==> src/hw/front_defines.svh <==
`ifndef FRONT_DEFINES_SVH
`define FRONT_DEFINES_SVH

// Fetch address width, counted in instruction words
`define FRONT_ADDR_W 16

// Instruction word width
`define FRONT_DATA_W 24

// First fetch address out of reset
`define FRONT_RESET_PC 16'h0000

`endif

==> src/hw/isa_pkg.sv <==
`default_nettype none

package isa_pkg;

    // Opcode byte, bits 23..16 of every word
    typedef enum logic [7:0] {
        OPC_MOVur   = 8'h01,
        OPC_ADDur   = 8'h02,
        OPC_SUBur   = 8'h03,
        OPC_CMPur   = 8'h04,
        OPC_LDur    = 8'h11,
        OPC_STur    = 8'h12,
        OPC_MOVui   = 8'h21,
        OPC_ADDui   = 8'h22,
        OPC_CMPui   = 8'h23,
        OPC_STui    = 8'h24,
        OPC_ADDsi   = 8'h31,
        OPC_JCCur   = 8'h41,
        OPC_JCCui   = 8'h42,
        OPC_BALso   = 8'h51,
        OPC_SRMOVur = 8'h61,
        OPC_SRLDso  = 8'h62
    } opcode_e;

    // Register form
    // Address and special register numbers live in the nibble halves
    typedef struct packed {
        opcode_e    opcode;
        logic [3:0] tgt;
        logic [3:0] src;
        logic [7:0] spare;
    } instr_reg_t;

    // Immediate form
    typedef struct packed {
        opcode_e     opcode;
        logic [3:0]  hi;
        logic [11:0] imm12;
    } instr_imm_t;

    // Same 24-bit word, two views
    typedef union packed {
        instr_reg_t r;
        instr_imm_t i;
    } instr_u;

endpackage

`default_nettype wire

==> src/hw/pipe_pkg.sv <==
`default_nettype none

package pipe_pkg;

    // Fetch master states
    typedef enum logic [1:0] {
        FS_IDLE    = 2'd0,
        FS_REQ     = 2'd1,
        FS_DISCARD = 2'd2
    } fetch_state_e;

    // Immediate width carried with the decoded word
    typedef enum logic [1:0] {
        IMM_NONE = 2'd0,
        IMM_12   = 2'd1,
        IMM_16   = 2'd2
    } imm_kind_e;

endpackage

`default_nettype wire

==> src/hw/fetch_wb.sv <==
`timescale 1ns/1ps
`default_nettype none
`include "front_defines.svh"

module fetch_wb import pipe_pkg::*; (
    input  wire                       iw_clk,
    input  wire                       iw_rst,
    input  wire                       stall,
    input  wire                       flush,
    input  wire  [`FRONT_ADDR_W-1:0]  redirect_pc,
    input  wire  [`FRONT_DATA_W-1:0]  wb_dat_i,
    input  wire                       wb_ack,
    output logic                      wb_cyc,
    output logic                      wb_stb,
    output logic                      wb_we,
    output logic [`FRONT_ADDR_W-1:0]  wb_adr,
    output logic [`FRONT_ADDR_W-1:0]  fetch_pc,
    output logic [`FRONT_DATA_W-1:0]  fetch_instr,
    output logic                      fetch_valid
);
    fetch_state_e             state_q;
    logic [`FRONT_ADDR_W-1:0] pc_q;
    logic [`FRONT_ADDR_W-1:0] adr_q;
    logic                     hold_valid;
    logic [`FRONT_ADDR_W-1:0] hold_pc;
    logic [`FRONT_DATA_W-1:0] hold_instr;
    logic                     take;

    // Word arrives for decode
    assign take = (state_q == FS_REQ) && wb_ack;

    always_ff @(posedge iw_clk or posedge iw_rst) begin
        if (iw_rst) begin
            state_q    <= FS_IDLE;
            pc_q       <= `FRONT_RESET_PC;
            adr_q      <= `FRONT_RESET_PC;
            hold_valid <= 1'b0;
        end else if (flush) begin
            pc_q       <= redirect_pc;
            hold_valid <= 1'b0;
            // Open transfer still has to finish on the bus
            state_q    <= (wb_cyc && !wb_ack) ? FS_DISCARD : FS_IDLE;
        end else begin
            case (state_q)
                FS_IDLE: begin
                    if (!stall) begin
                        state_q    <= FS_REQ;
                        adr_q      <= pc_q;
                        pc_q       <= pc_q + 1'b1;
                        hold_valid <= 1'b0;
                    end
                end
                FS_REQ: begin
                    if (wb_ack && !stall) begin
                        adr_q <= pc_q;
                        pc_q  <= pc_q + 1'b1;
                    end else if (wb_ack) begin
                        state_q    <= FS_IDLE;
                        hold_valid <= 1'b1;
                    end
                end
                FS_DISCARD: begin
                    if (wb_ack) begin
                        state_q <= FS_IDLE;
                    end
                end
                default: state_q <= FS_IDLE;
            endcase
        end
    end

    // Parked word while decode is stalled
    always_ff @(posedge iw_clk) begin
        if (take && stall && !flush) begin
            hold_pc    <= adr_q;
            hold_instr <= wb_dat_i;
        end
    end

    assign wb_cyc      = (state_q != FS_IDLE);
    assign wb_stb      = wb_cyc;
    assign wb_we       = 1'b0;
    assign wb_adr      = adr_q;
    assign fetch_valid = hold_valid || take;
    assign fetch_pc    = hold_valid ? hold_pc : adr_q;
    assign fetch_instr = hold_valid ? hold_instr : wb_dat_i;

    // Stalled word stays on offer
    a_hold_word: assert property (@(posedge iw_clk) disable iff (iw_rst)
        (fetch_valid && stall && !flush) |=> (fetch_valid && $stable(fetch_pc)
                                               && $stable(fetch_instr)))
        else $error("fetch_wb: stalled word lost");

    // Request stays put until the slave answers
    a_adr_stable: assert property (@(posedge iw_clk) disable iff (iw_rst)
        (state_q != FS_IDLE && !wb_ack) |=> (wb_cyc && $stable(wb_adr)))
        else $error("fetch_wb: address moved before ack");

endmodule

`default_nettype wire

==> src/hw/imm_decode.sv <==
`timescale 1ns/1ps
`default_nettype none

module imm_decode import isa_pkg::*; import pipe_pkg::*; (
    input  wire instr_u  instr,
    output logic         imm_en,
    output logic         sgn_en,
    output imm_kind_e    imm_kind,
    output logic [15:0]  imm_val,
    output logic [3:0]   cc
);
    // Immediate class per opcode
    always_comb begin
        imm_kind = IMM_NONE;
        sgn_en   = 1'b0;
        case (instr.i.opcode)
            OPC_MOVui, OPC_ADDui, OPC_CMPui, OPC_STui, OPC_JCCui: begin
                imm_kind = IMM_12;
            end
            OPC_ADDsi, OPC_SRLDso: begin
                imm_kind = IMM_12;
                sgn_en   = 1'b1;
            end
            OPC_BALso: begin
                imm_kind = IMM_16;
                sgn_en   = 1'b1;
            end
            default: begin
                imm_kind = IMM_NONE;
            end
        endcase
    end

    assign imm_en = (imm_kind != IMM_NONE);

    // Widen to 16 bits
    always_comb begin
        case (imm_kind)
            IMM_12: begin
                if (sgn_en) begin
                    imm_val = {{4{instr.i.imm12[11]}}, instr.i.imm12};
                end else begin
                    imm_val = {4'h0, instr.i.imm12};
                end
            end
            IMM_16:  imm_val = {instr.i.hi, instr.i.imm12};
            default: imm_val = 16'h0000;
        endcase
    end

    // JCCur keeps its condition at 13..10, straddling tgt and src
    always_comb begin
        case (instr.r.opcode)
            OPC_JCCur: cc = {instr.r.tgt[1:0], instr.r.src[3:2]};
            OPC_JCCui: cc = instr.i.hi;
            default:   cc = 4'h0;
        endcase
    end

endmodule

`default_nettype wire

==> src/hw/reg_decode.sv <==
`timescale 1ns/1ps
`default_nettype none

module reg_decode import isa_pkg::*; (
    input  wire instr_u  instr,
    output logic         has_src_gp,
    output logic [3:0]   src_gp,
    output logic [3:0]   tgt_gp,
    output logic         tgt_gp_we,
    output logic         has_src_ar,
    output logic [1:0]   src_ar,
    output logic         has_tgt_ar,
    output logic [1:0]   tgt_ar,
    output logic         has_src_sr,
    output logic [1:0]   src_sr,
    output logic [1:0]   tgt_sr,
    output logic         tgt_sr_we
);
    opcode_e opc;
    logic    has_tgt_gp;

    // Two-bit register numbers sit in nibble halves
    function automatic logic [1:0] half(input logic [3:0] nib, input logic upper);
        return upper ? nib[3:2] : nib[1:0];
    endfunction

    assign opc = instr.r.opcode;

    always_comb begin
        tgt_gp_we  = 1'b0;
        has_tgt_gp = 1'b0;
        has_src_gp = 1'b0;
        has_src_ar = 1'b0;
        has_tgt_ar = 1'b0;
        tgt_sr_we  = 1'b0;
        case (opc)
            OPC_MOVur, OPC_ADDur, OPC_SUBur: begin
                tgt_gp_we  = 1'b1;
                has_tgt_gp = 1'b1;
                has_src_gp = 1'b1;
            end
            OPC_CMPur: begin
                has_tgt_gp = 1'b1;
                has_src_gp = 1'b1;
            end
            OPC_LDur: begin
                tgt_gp_we  = 1'b1;
                has_tgt_gp = 1'b1;
                has_src_gp = 1'b1;
                has_src_ar = 1'b1;
            end
            OPC_STur: begin
                has_tgt_gp = 1'b1;
                has_src_gp = 1'b1;
                has_tgt_ar = 1'b1;
            end
            OPC_MOVui, OPC_ADDui, OPC_ADDsi: begin
                tgt_gp_we  = 1'b1;
                has_tgt_gp = 1'b1;
            end
            OPC_CMPui, OPC_STui: has_tgt_gp = 1'b1;
            OPC_JCCur:           has_tgt_ar = 1'b1;
            OPC_SRMOVur, OPC_SRLDso: tgt_sr_we = 1'b1;
            default: ;
        endcase
    end

    // Both SR forms read one SR and write another
    assign has_src_sr = tgt_sr_we;

    assign tgt_gp = has_tgt_gp ? instr.r.tgt : 4'h0;
    assign src_gp = has_src_gp ? instr.r.src : 4'h0;
    assign src_ar = has_src_ar ? half(instr.r.src, 1'b1) : 2'b00;
    assign tgt_ar = has_tgt_ar ? half(instr.r.tgt, 1'b1) : 2'b00;
    assign tgt_sr = tgt_sr_we  ? half(instr.r.tgt, 1'b1) : 2'b00;
    assign src_sr = has_src_sr ? half(instr.r.tgt, 1'b0) : 2'b00;

endmodule

`default_nettype wire

==> src/hw/stg_id.sv <==
`timescale 1ns/1ps
`default_nettype none
`include "front_defines.svh"

module stg_id import isa_pkg::*; import pipe_pkg::*; (
    input  wire                       iw_clk,
    input  wire                       iw_rst,
    input  wire                       flush,
    input  wire                       stall,
    input  wire  [`FRONT_ADDR_W-1:0]  fetch_pc,
    input  wire  [`FRONT_DATA_W-1:0]  fetch_instr,
    input  wire                       fetch_valid,
    input  wire                       imm_en,
    input  wire                       sgn_en,
    input  wire  imm_kind_e           imm_kind,
    input  wire  [15:0]               imm_val,
    input  wire  [3:0]                cc,
    input  wire                       has_src_gp,
    input  wire  [3:0]                src_gp,
    input  wire  [3:0]                tgt_gp,
    input  wire                       tgt_gp_we,
    input  wire                       has_src_ar,
    input  wire  [1:0]                src_ar,
    input  wire                       has_tgt_ar,
    input  wire  [1:0]                tgt_ar,
    input  wire                       has_src_sr,
    input  wire  [1:0]                src_sr,
    input  wire  [1:0]                tgt_sr,
    input  wire                       tgt_sr_we,
    output logic                      id_valid,
    output logic [`FRONT_ADDR_W-1:0]  id_pc,
    output logic [`FRONT_DATA_W-1:0]  id_instr,
    output opcode_e                   id_opc,
    output logic                      id_imm_en,
    output logic                      id_sgn_en,
    output imm_kind_e                 id_imm_kind,
    output logic [15:0]               id_imm_val,
    output logic [3:0]                id_cc,
    output logic                      id_has_src_gp,
    output logic [3:0]                id_src_gp,
    output logic [3:0]                id_tgt_gp,
    output logic                      id_tgt_gp_we,
    output logic                      id_has_src_ar,
    output logic [1:0]                id_src_ar,
    output logic                      id_has_tgt_ar,
    output logic [1:0]                id_tgt_ar,
    output logic                      id_has_src_sr,
    output logic [1:0]                id_src_sr,
    output logic [1:0]                id_tgt_sr,
    output logic                      id_tgt_sr_we
);
    localparam int BUNDLE_W = `FRONT_ADDR_W + `FRONT_DATA_W + 44;

    logic [BUNDLE_W-1:0] bundle_d;
    logic [BUNDLE_W-1:0] bundle_q;
    logic [1:0]          kind_q;
    instr_u              id_word;

    // Fetched word and both decoder results side by side
    assign bundle_d = {fetch_pc, fetch_instr, imm_en, sgn_en, imm_kind, imm_val, cc,
                       has_src_gp, src_gp, tgt_gp, has_src_ar, src_ar, has_tgt_ar, tgt_ar,
                       has_src_sr, src_sr, tgt_sr};

    always_ff @(posedge iw_clk or posedge iw_rst) begin
        if (iw_rst) begin
            id_valid     <= 1'b0;
            id_tgt_gp_we <= 1'b0;
            id_tgt_sr_we <= 1'b0;
            bundle_q     <= '0;
        end else if (flush) begin
            id_valid     <= 1'b0;
            id_tgt_gp_we <= 1'b0;
            id_tgt_sr_we <= 1'b0;
            bundle_q     <= '0;
        end else if (!stall) begin
            id_valid     <= fetch_valid;
            // Bubbles never write
            id_tgt_gp_we <= tgt_gp_we && fetch_valid;
            id_tgt_sr_we <= tgt_sr_we && fetch_valid;
            bundle_q     <= fetch_valid ? bundle_d : '0;
        end
    end

    assign {id_pc, id_instr, id_imm_en, id_sgn_en, kind_q, id_imm_val, id_cc,
            id_has_src_gp, id_src_gp, id_tgt_gp, id_has_src_ar, id_src_ar, id_has_tgt_ar,
            id_tgt_ar, id_has_src_sr, id_src_sr, id_tgt_sr} = bundle_q;

    assign id_imm_kind = imm_kind_e'(kind_q);
    assign id_word     = id_instr;
    assign id_opc      = id_word.r.opcode;

endmodule

`default_nettype wire

==> src/hw/front_end.sv <==
`timescale 1ns/1ps
`default_nettype none
`include "front_defines.svh"

module front_end import isa_pkg::*; import pipe_pkg::*; (
    input  wire                       iw_clk,
    input  wire                       iw_rst,
    input  wire                       flush,
    input  wire  [`FRONT_ADDR_W-1:0]  redirect_pc,
    input  wire                       stall,
    input  wire  [`FRONT_DATA_W-1:0]  wb_dat_i,
    input  wire                       wb_ack,
    output logic                      wb_cyc,
    output logic                      wb_stb,
    output logic                      wb_we,
    output logic [`FRONT_ADDR_W-1:0]  wb_adr,
    output logic                      id_valid,
    output logic [`FRONT_ADDR_W-1:0]  id_pc,
    output logic [`FRONT_DATA_W-1:0]  id_instr,
    output opcode_e                   id_opc,
    output logic                      id_imm_en,
    output logic                      id_sgn_en,
    output imm_kind_e                 id_imm_kind,
    output logic [15:0]               id_imm_val,
    output logic [3:0]                id_cc,
    output logic                      id_has_src_gp,
    output logic [3:0]                id_src_gp,
    output logic [3:0]                id_tgt_gp,
    output logic                      id_tgt_gp_we,
    output logic                      id_has_src_ar,
    output logic [1:0]                id_src_ar,
    output logic                      id_has_tgt_ar,
    output logic [1:0]                id_tgt_ar,
    output logic                      id_has_src_sr,
    output logic [1:0]                id_src_sr,
    output logic [1:0]                id_tgt_sr,
    output logic                      id_tgt_sr_we
);
    logic [`FRONT_ADDR_W-1:0] fetch_pc;
    logic [`FRONT_DATA_W-1:0] fetch_instr;
    logic                     fetch_valid;
    logic                     imm_en;
    logic                     sgn_en;
    imm_kind_e                imm_kind;
    logic [15:0]              imm_val;
    logic [3:0]               cc;
    logic                     has_src_gp;
    logic [3:0]               src_gp;
    logic [3:0]               tgt_gp;
    logic                     tgt_gp_we;
    logic                     has_src_ar;
    logic [1:0]               src_ar;
    logic                     has_tgt_ar;
    logic [1:0]               tgt_ar;
    logic                     has_src_sr;
    logic [1:0]               src_sr;
    logic [1:0]               tgt_sr;
    logic                     tgt_sr_we;

    fetch_wb u_fetch (.*);

    // Both decoders look at the raw bus word
    imm_decode u_imm_dec (
        .instr (fetch_instr),
        .*
    );

    reg_decode u_reg_dec (
        .instr (fetch_instr),
        .*
    );

    stg_id u_stg_id (.*);

endmodule

`default_nettype wire

==> config.mk <==
export PLATFORM = sky130hd
export DESIGN_NAME = front_end
export DESIGN_NICKNAME = d
export VERILOG_FILES = /design/src/hw/isa_pkg.sv /design/src/hw/pipe_pkg.sv /design/src/hw/fetch_wb.sv /design/src/hw/imm_decode.sv /design/src/hw/reg_decode.sv /design/src/hw/stg_id.sv /design/src/hw/front_end.sv
export VERILOG_INCLUDE_DIRS = /design/src /design/src/hw
export SDC_FILE = /design/constraint.sdc
export NUM_CORES = 1
export LEC_CHECK = 0
export BUFFER_PORTS_ARGS = -buffer_cell sky130_fd_sc_hd__buf_2
export CAP_MARGIN = 20
export CORE_MARGIN = 1.5
export CORE_UTILIZATION = 50
export CTS_CLUSTER_SIZE = 24
export DETAILED_ROUTE_END_ITERATION = 8
export PLACE_DENSITY = 0.79
export SYNTH_ARGS = -nofsm -noshare
export SYNTH_HDL_FRONTEND = slang
export SYNTH_HIERARCHICAL = 1
export SYNTH_SLANG_ARGS = --single-unit
==> constraint.sdc <==
create_clock -name iw_clk -period 3.41 [get_ports iw_clk]
set_input_delay 0.1705 -clock iw_clk [delete_from_list [all_inputs] [get_ports iw_clk]]
set_output_delay 0.1705 -clock iw_clk [all_outputs]
set_load 0.01 [all_outputs]
# After elaboration in Yosys (flattened, before gate mapping)
# Index checks and enable logic that the tools add are counted.
# op_classes
add_sub_neg,1
n_eq_ne,27
muxes,46
n_bitwise,1
n_reduce_logical,27
# ops
operator,n
2-to-1 mux 84 bit,3
2-to-1 mux 16 bit,7
one-hot mux 16 bit (2 select lines),3
== test 8 x 6 -> 1 bit (second input constant),5
== test 8 x 7 -> 1 bit (second input constant),5
2-to-1 mux 24 bit,1
2-to-1 mux 2 bit,9
2-to-1 mux 1 bit,17
adder 16 x 1 -> 16 bit (second input constant),1
== test 8 x 2 -> 1 bit (second input constant),2
== test 8 x 5 -> 1 bit (second input constant),2
OR reduction 7 bit,2
inequality test 3 bit (second input constant),4
OR reduction 11 bit,1
== test 8 x 1 -> 1 bit (second input constant),1
== test 8 x 3 -> 1 bit (second input constant),1
2-to-1 mux 4 bit,2
one-hot mux 4 bit (2 select lines),1
AND reduction 4 bit,2
logical AND 1 bit,7
inequality test 2 bit (second input constant),3
one-hot mux 2 bit (3 select lines),1
nonzero test 2 bit,3
OR reduction 6 bit,1
13 further kinds,18
# word_totals
reg_bits,162
inputBits,45
out_inout_bits,114
elab_cells,112

# Depth between registers and ports, before layout
# logic_depth
word_depth,9
depth_mapped,13
mapped_depth_nobuf,10

# Cells and area by module
# The synthesis kept the hierarchy.
# by_module_without_submodules
mod,n_inst,cells_each,area_each_um2
stg_id,1,311,3656.0
fetch_wb,1,264,3599.7
imm_decode,1,64,459.2
reg_decode,1,52,359.1

# Worst setup path after synthesis
# No wires, ideal clock.
# synth_path
path_type,register -> register
from,register u_fetch.hold_valid
to,register u_stg_id.bundle_q[36]
t_arrival_ns,3.313
required_time_ns,3.333
slack_ns,0.020
stages_incl_launch_ff,14
path_buffers,3
synth_period_minus_slack_ns,3.390
cell_sequence,dfrtp_1 > clkbuf_1 > clkbuf_1 > mux2_2 > buf_6 > o31ai_1 > o31ai_1 > o41a_1 > ha_1 > and4b_1 > o2111ai_1 > nand3_1 > nand3b_1 > a21oi_1
# synth_via
elab_chain_len,9
elab_cells_between_ends,21
# synth_lines
item,line,source
from (decl),fetch_wb.sv:24,logic hold_valid;
from (signal assigned),fetch_wb.sv:37,hold_valid <= 1'b0;
from (signal assigned),fetch_wb.sv:40,hold_valid <= 1'b0;
from (signal assigned),fetch_wb.sv:50,hold_valid <= 1'b0;
2-to-1 mux 24 bit *,fetch_wb.sv:86,assign fetch_instr = hold_valid ? hold_instr : wb_dat_i;
net fetch_instr[20],front_end.sv:40,logic [`FRONT_DATA_W-1:0] fetch_instr;
== test 8 x 6 -> 1 bit / == test 8 x 7 -> 1 bit (equally long branches),imm_decode.sv:16,case (instr.i.opcode)
OR reduction 7 bit (no line) / OR reduction 3 bit (equally long branches),n/a,
one-hot mux 2 bit (2 select lines) / 2-to-1 mux 1 bit (equally long branches),imm_decode.sv:16,
"== test 2 bit, or another cell as far along",imm_decode.sv:38,case (imm_kind)
one-hot mux 16 bit (2 select lines) *,imm_decode.sv:38,
net imm_val[12],front_end.sv:45,logic [15:0] imm_val;
2-to-1 mux 84 bit *,stg_id.sv:80,bundle_q <= fetch_valid ? bundle_d : '0;
2-to-1 mux 84 bit *,stg_id.sv:75,end else if (!stall) begin
2-to-1 mux 84 bit *,stg_id.sv:70,end else if (flush) begin
to (signal assigned),stg_id.sv:80,
to (decl),stg_id.sv:55,logic [BUNDLE_W-1:0] bundle_q;
# Mark *: on every way through the listed nets, which the timed path passes. The rest lies on a longest branch. The select of a mux whose other input is x is not followed.
# A chain may end at the register's enable or synchronous reset.

# Worst setup path after layout
# layout_path
from,register u_fetch.hold_valid
to,register u_stg_id.bundle_q[37]
# The elaborated chain is that of the path after synthesis.

==> results.md <==
* Critical Path End: u_stg_id/bundle_q[37]
* Comb power frac at between 20% and 30%
* Antenna Cells at 0
* Yosys warns at 6
* Final worst-path cycle share at approximately nine tenths
* Core area at between 15000 and 20000 µm²
* Setup TNS at 0 ns
* Pint at between 3 and 4 mW
* Crit path max fanout at 19
* 1st-iter DRT viols at between 400 and 500
* Die Y at between 100 and 150 µm
* Top FF cell, synth: dfrtp_1
* Mapped Nets at ~740
* Final Hold Viols at 0
* Final min period at between 3 and 4 ns
* Reg-to-reg endpoint: u_stg_id/bundle_q[37]
* First-pass GRT wire length at 31000 µm
* WL/cell at ~18 µm
* Synthesized flop and latch total at 162
* Start point of the critical path: u_fetch/hold_valid
* Most common cell after layout, fill and taps aside: buf_2
* Via density at approximately 5.7
* Layout cells sized above 1 at 32.6%
* Post-Syn Area at between 8000 and 9000 µm²
* Max-cap violations at 0
* TritonCTS Sinks at 162
* WS Path Type: flop to flop
* CTS Buf Count at 17
* Slew @ Worst Pin at ~0.77 ns
* Internal reg-to-reg setup slack at about 0.30 ns
* Setup violators final at 0
* Vias in the first global route at between 5000 and 6000
* Worst vdd ir at about 0.00043 V
* DP Area at 8840 µm²
* Switch share at a little under a third
* Filler cells at 1224
* RSZ-0062 raised after global routing: false
* Gr usage total at a little under a quarter
* I/O pin count at around 160
* IO buf count at approximately 160
* Post-Layout Cell Count at roughly 1100
* Power Density at slightly below 600 nW/µm²
* Seq/Total Area, Yosys at between 50% and 60%
* Final worst setup slack at between 0.3 and 0.4 ns
* Clk_skew at between 0.007 and 0.008 ns
* Most frequent cells in the layout: buf_2, dfrtp_1, nand2_1
* Ys async rst share at approximately three quarters
* Routed WL at between 15000 and 20000 µm
* Startpoint Class: flop
* Placed insts at around 1000
* Remaining Overflow, GRT at 0
* Fin area at 9840 µm²
* Distinct cells, synth at 71
* Syn Inst Count at 691
* Hold Path Class: input pin to flop
* Max Transition Viols Final at 0
* Syn Area/Cell at approximately 12 µm²
* Die width at around 130 µm
* CTS clk-pin slew, worst paths at around 0.060 ns
* Worst-Skew Late Latency at 0.42 ns
* Worst path arrival time at 3.44 ns
* Largest net degree at the start of global routing at slightly below 100
* CTS max path bufs at 2
* Status: completed
* First drt pass iteration count at 5
* Final HPWL DP at 12900 µm
* CTS tree: done
* CP Capture Type: flop
* Synth-to-Final Area Change at 21.8%
* Die area at between 15000 and 20000 µm²
* H-tree depth at 4
* FMAX at around 320 MHz
* Fin nets at 915
* Reg2reg start: u_fetch/hold_valid
* Antenna violations before repair at 0
* Worst relative slew slack at 48.9%
* Worst R2R Path Depth at 11
* Post-route ant nets at 0
* Residual DRC count at 0
* Vias at approximately 6300
* Clk pwr share at approximately 33%
* Core Util, Final at a little over 60%
* WP data required at approximately 3.7 ns
* Std-Cell Rows at 46
* Psw at roughly 1.7 mW
* EDFF count, synth at 40
* Root Driver: clkbuf_16
* Initial Utilization at 51.0%
* Pre-CTS WS at approximately 0.37 ns
* Reg power frac at a little over two fifths
* Leakage at 4.29 nW
* Final RePlAce weighted congestion at 0.821
[power groups by stage]
stage	Combinational [mW]	Clock (mW)	Sequential (mW)
final	1.42	1.88	2.42
after global routing	1.55	2.00	2.45
after CTS	1.40	1.92	2.42
after detailed placement	1.36	0	2.46
after global placement	1.33	0	2.45
after floorplan	0.968	0	2.45
[area by class of cell]
cell class	instances	area [µm²]	share of cell area, %
Timing Repair Buffer	213	1320	13.4
Clock inverter	7	68.8	0.700
Sequential cell	162	4260	43.3
Tap cell	216	270	2.75
Clock buffer	25	528	5.37
Inverter	16	61.3	0.623
Multi-Input combinational cell	452	3330	33.9
[metal layers]
metal / share of wire, % / GRT usage, %
met3: 5.1 / 4.76
met2: 50 / 39.6
met5: 0 / 0
met4: 1.5 / 6.93
met1: 43 / 30.9
[critical path: stages (launching register included)]
cell,delay [ns]
dfrtp_2,0.49
mux2_2,0.39
buf_4,0.21
nor3b_2,0.33
nand4b_1,0.17
o41a_1,0.18
ha_1,0.38
and4b_1,0.25
o2111ai_1,0.22
nand3_1,0.13
nand3b_1,0.09
a21oi_1,0.18
[cells by family after synthesis]
| group | count (synthesis) | synth area share (%) |
|---|---|---|
| and+or+nand+nor | 231 | 17.3 |
| DFF | 162 | 52.7 |
| AOI/OAI and AO/OA | 147 | 13.8 |
| buffers and inverters | 77 | 6.09 |
| muxes | 60 | 8.32 |
| adders and majority gates | 8 | 1.24 |
| xor gates and xnor gates | 5 | 0.542 |
| other | 1 | 0.0464 |
[metrics by stage]
| step | power, mW | hold slack, ns |
|---|---|---|
| 3_5_place_dp | 3.81 | 0.133 |
| 3_3_place_gp | 3.79 | 0.133 |
| 4_1_cts | 5.75 | 0.00534 |
| 6_report | 5.73 | 0.0356 |
| 5_1_grt | 6.00 | 0.0230 |
| 2_1_floorplan | 3.42 | 0.269 |
[worst min-delay path by stage]
| stage | from | endpoint | cells after the start |
|---|---|---|---|
| CTS | redirect_pc[14] | u_fetch/pc_q[14] | 3 |
| finish | redirect_pc[13] | u_fetch/pc_q[13] | 3 |
| global placement | iw_rst | u_stg_id/bundle_q[70] | 2 |
| detailed placement | iw_rst | u_stg_id/bundle_q[70] | 2 |
| floorplan | wb_dat_i[0] | u_fetch/hold_instr[0] | 0 |
| global route | redirect_pc[13] | u_fetch/pc_q[13] | 3 |
[Yosys cell counts, types with 10 or more instances]
library cell  number  area (µm²)
dfrtp_1          122        3050
nand2_1           60         225
inv_1             16        60.1
and2_1            20         125
nand3b_1          50         375
nor2_1            20        75.1
buf_4             18         135
a21oi_1           53         265
a32o_1            42         420
edfxtp_1          40        1200
buf_6             11         124
nand3_1           22         110
clkbuf_1          10        37.5
mux2_2            57         642
buf_2             18        90.1
[what timing repair did]
item | in CTS | in global routing
buffers inserted | 0 | 0
hold buffers | 37 | 0
endpoints found under the hold margin | 48 | 0
gates resized for setup | 0 | 0
[sequential cells by signal (all words and copies together) (netlist names)]
register	count
u_fetch/hold_instr	24
u_fetch/hold_pc	16
u_fetch/hold_valid	1
u_fetch/pc_q	16
u_fetch/state_q	2
u_fetch/wb_adr	16
u_stg_id/bundle_q	84
u_stg_id/id_tgt_gp_we	1
u_stg_id/id_tgt_sr_we	1
u_stg_id/id_valid	1
No activity file was read; power rests on OpenSTA's default activity.
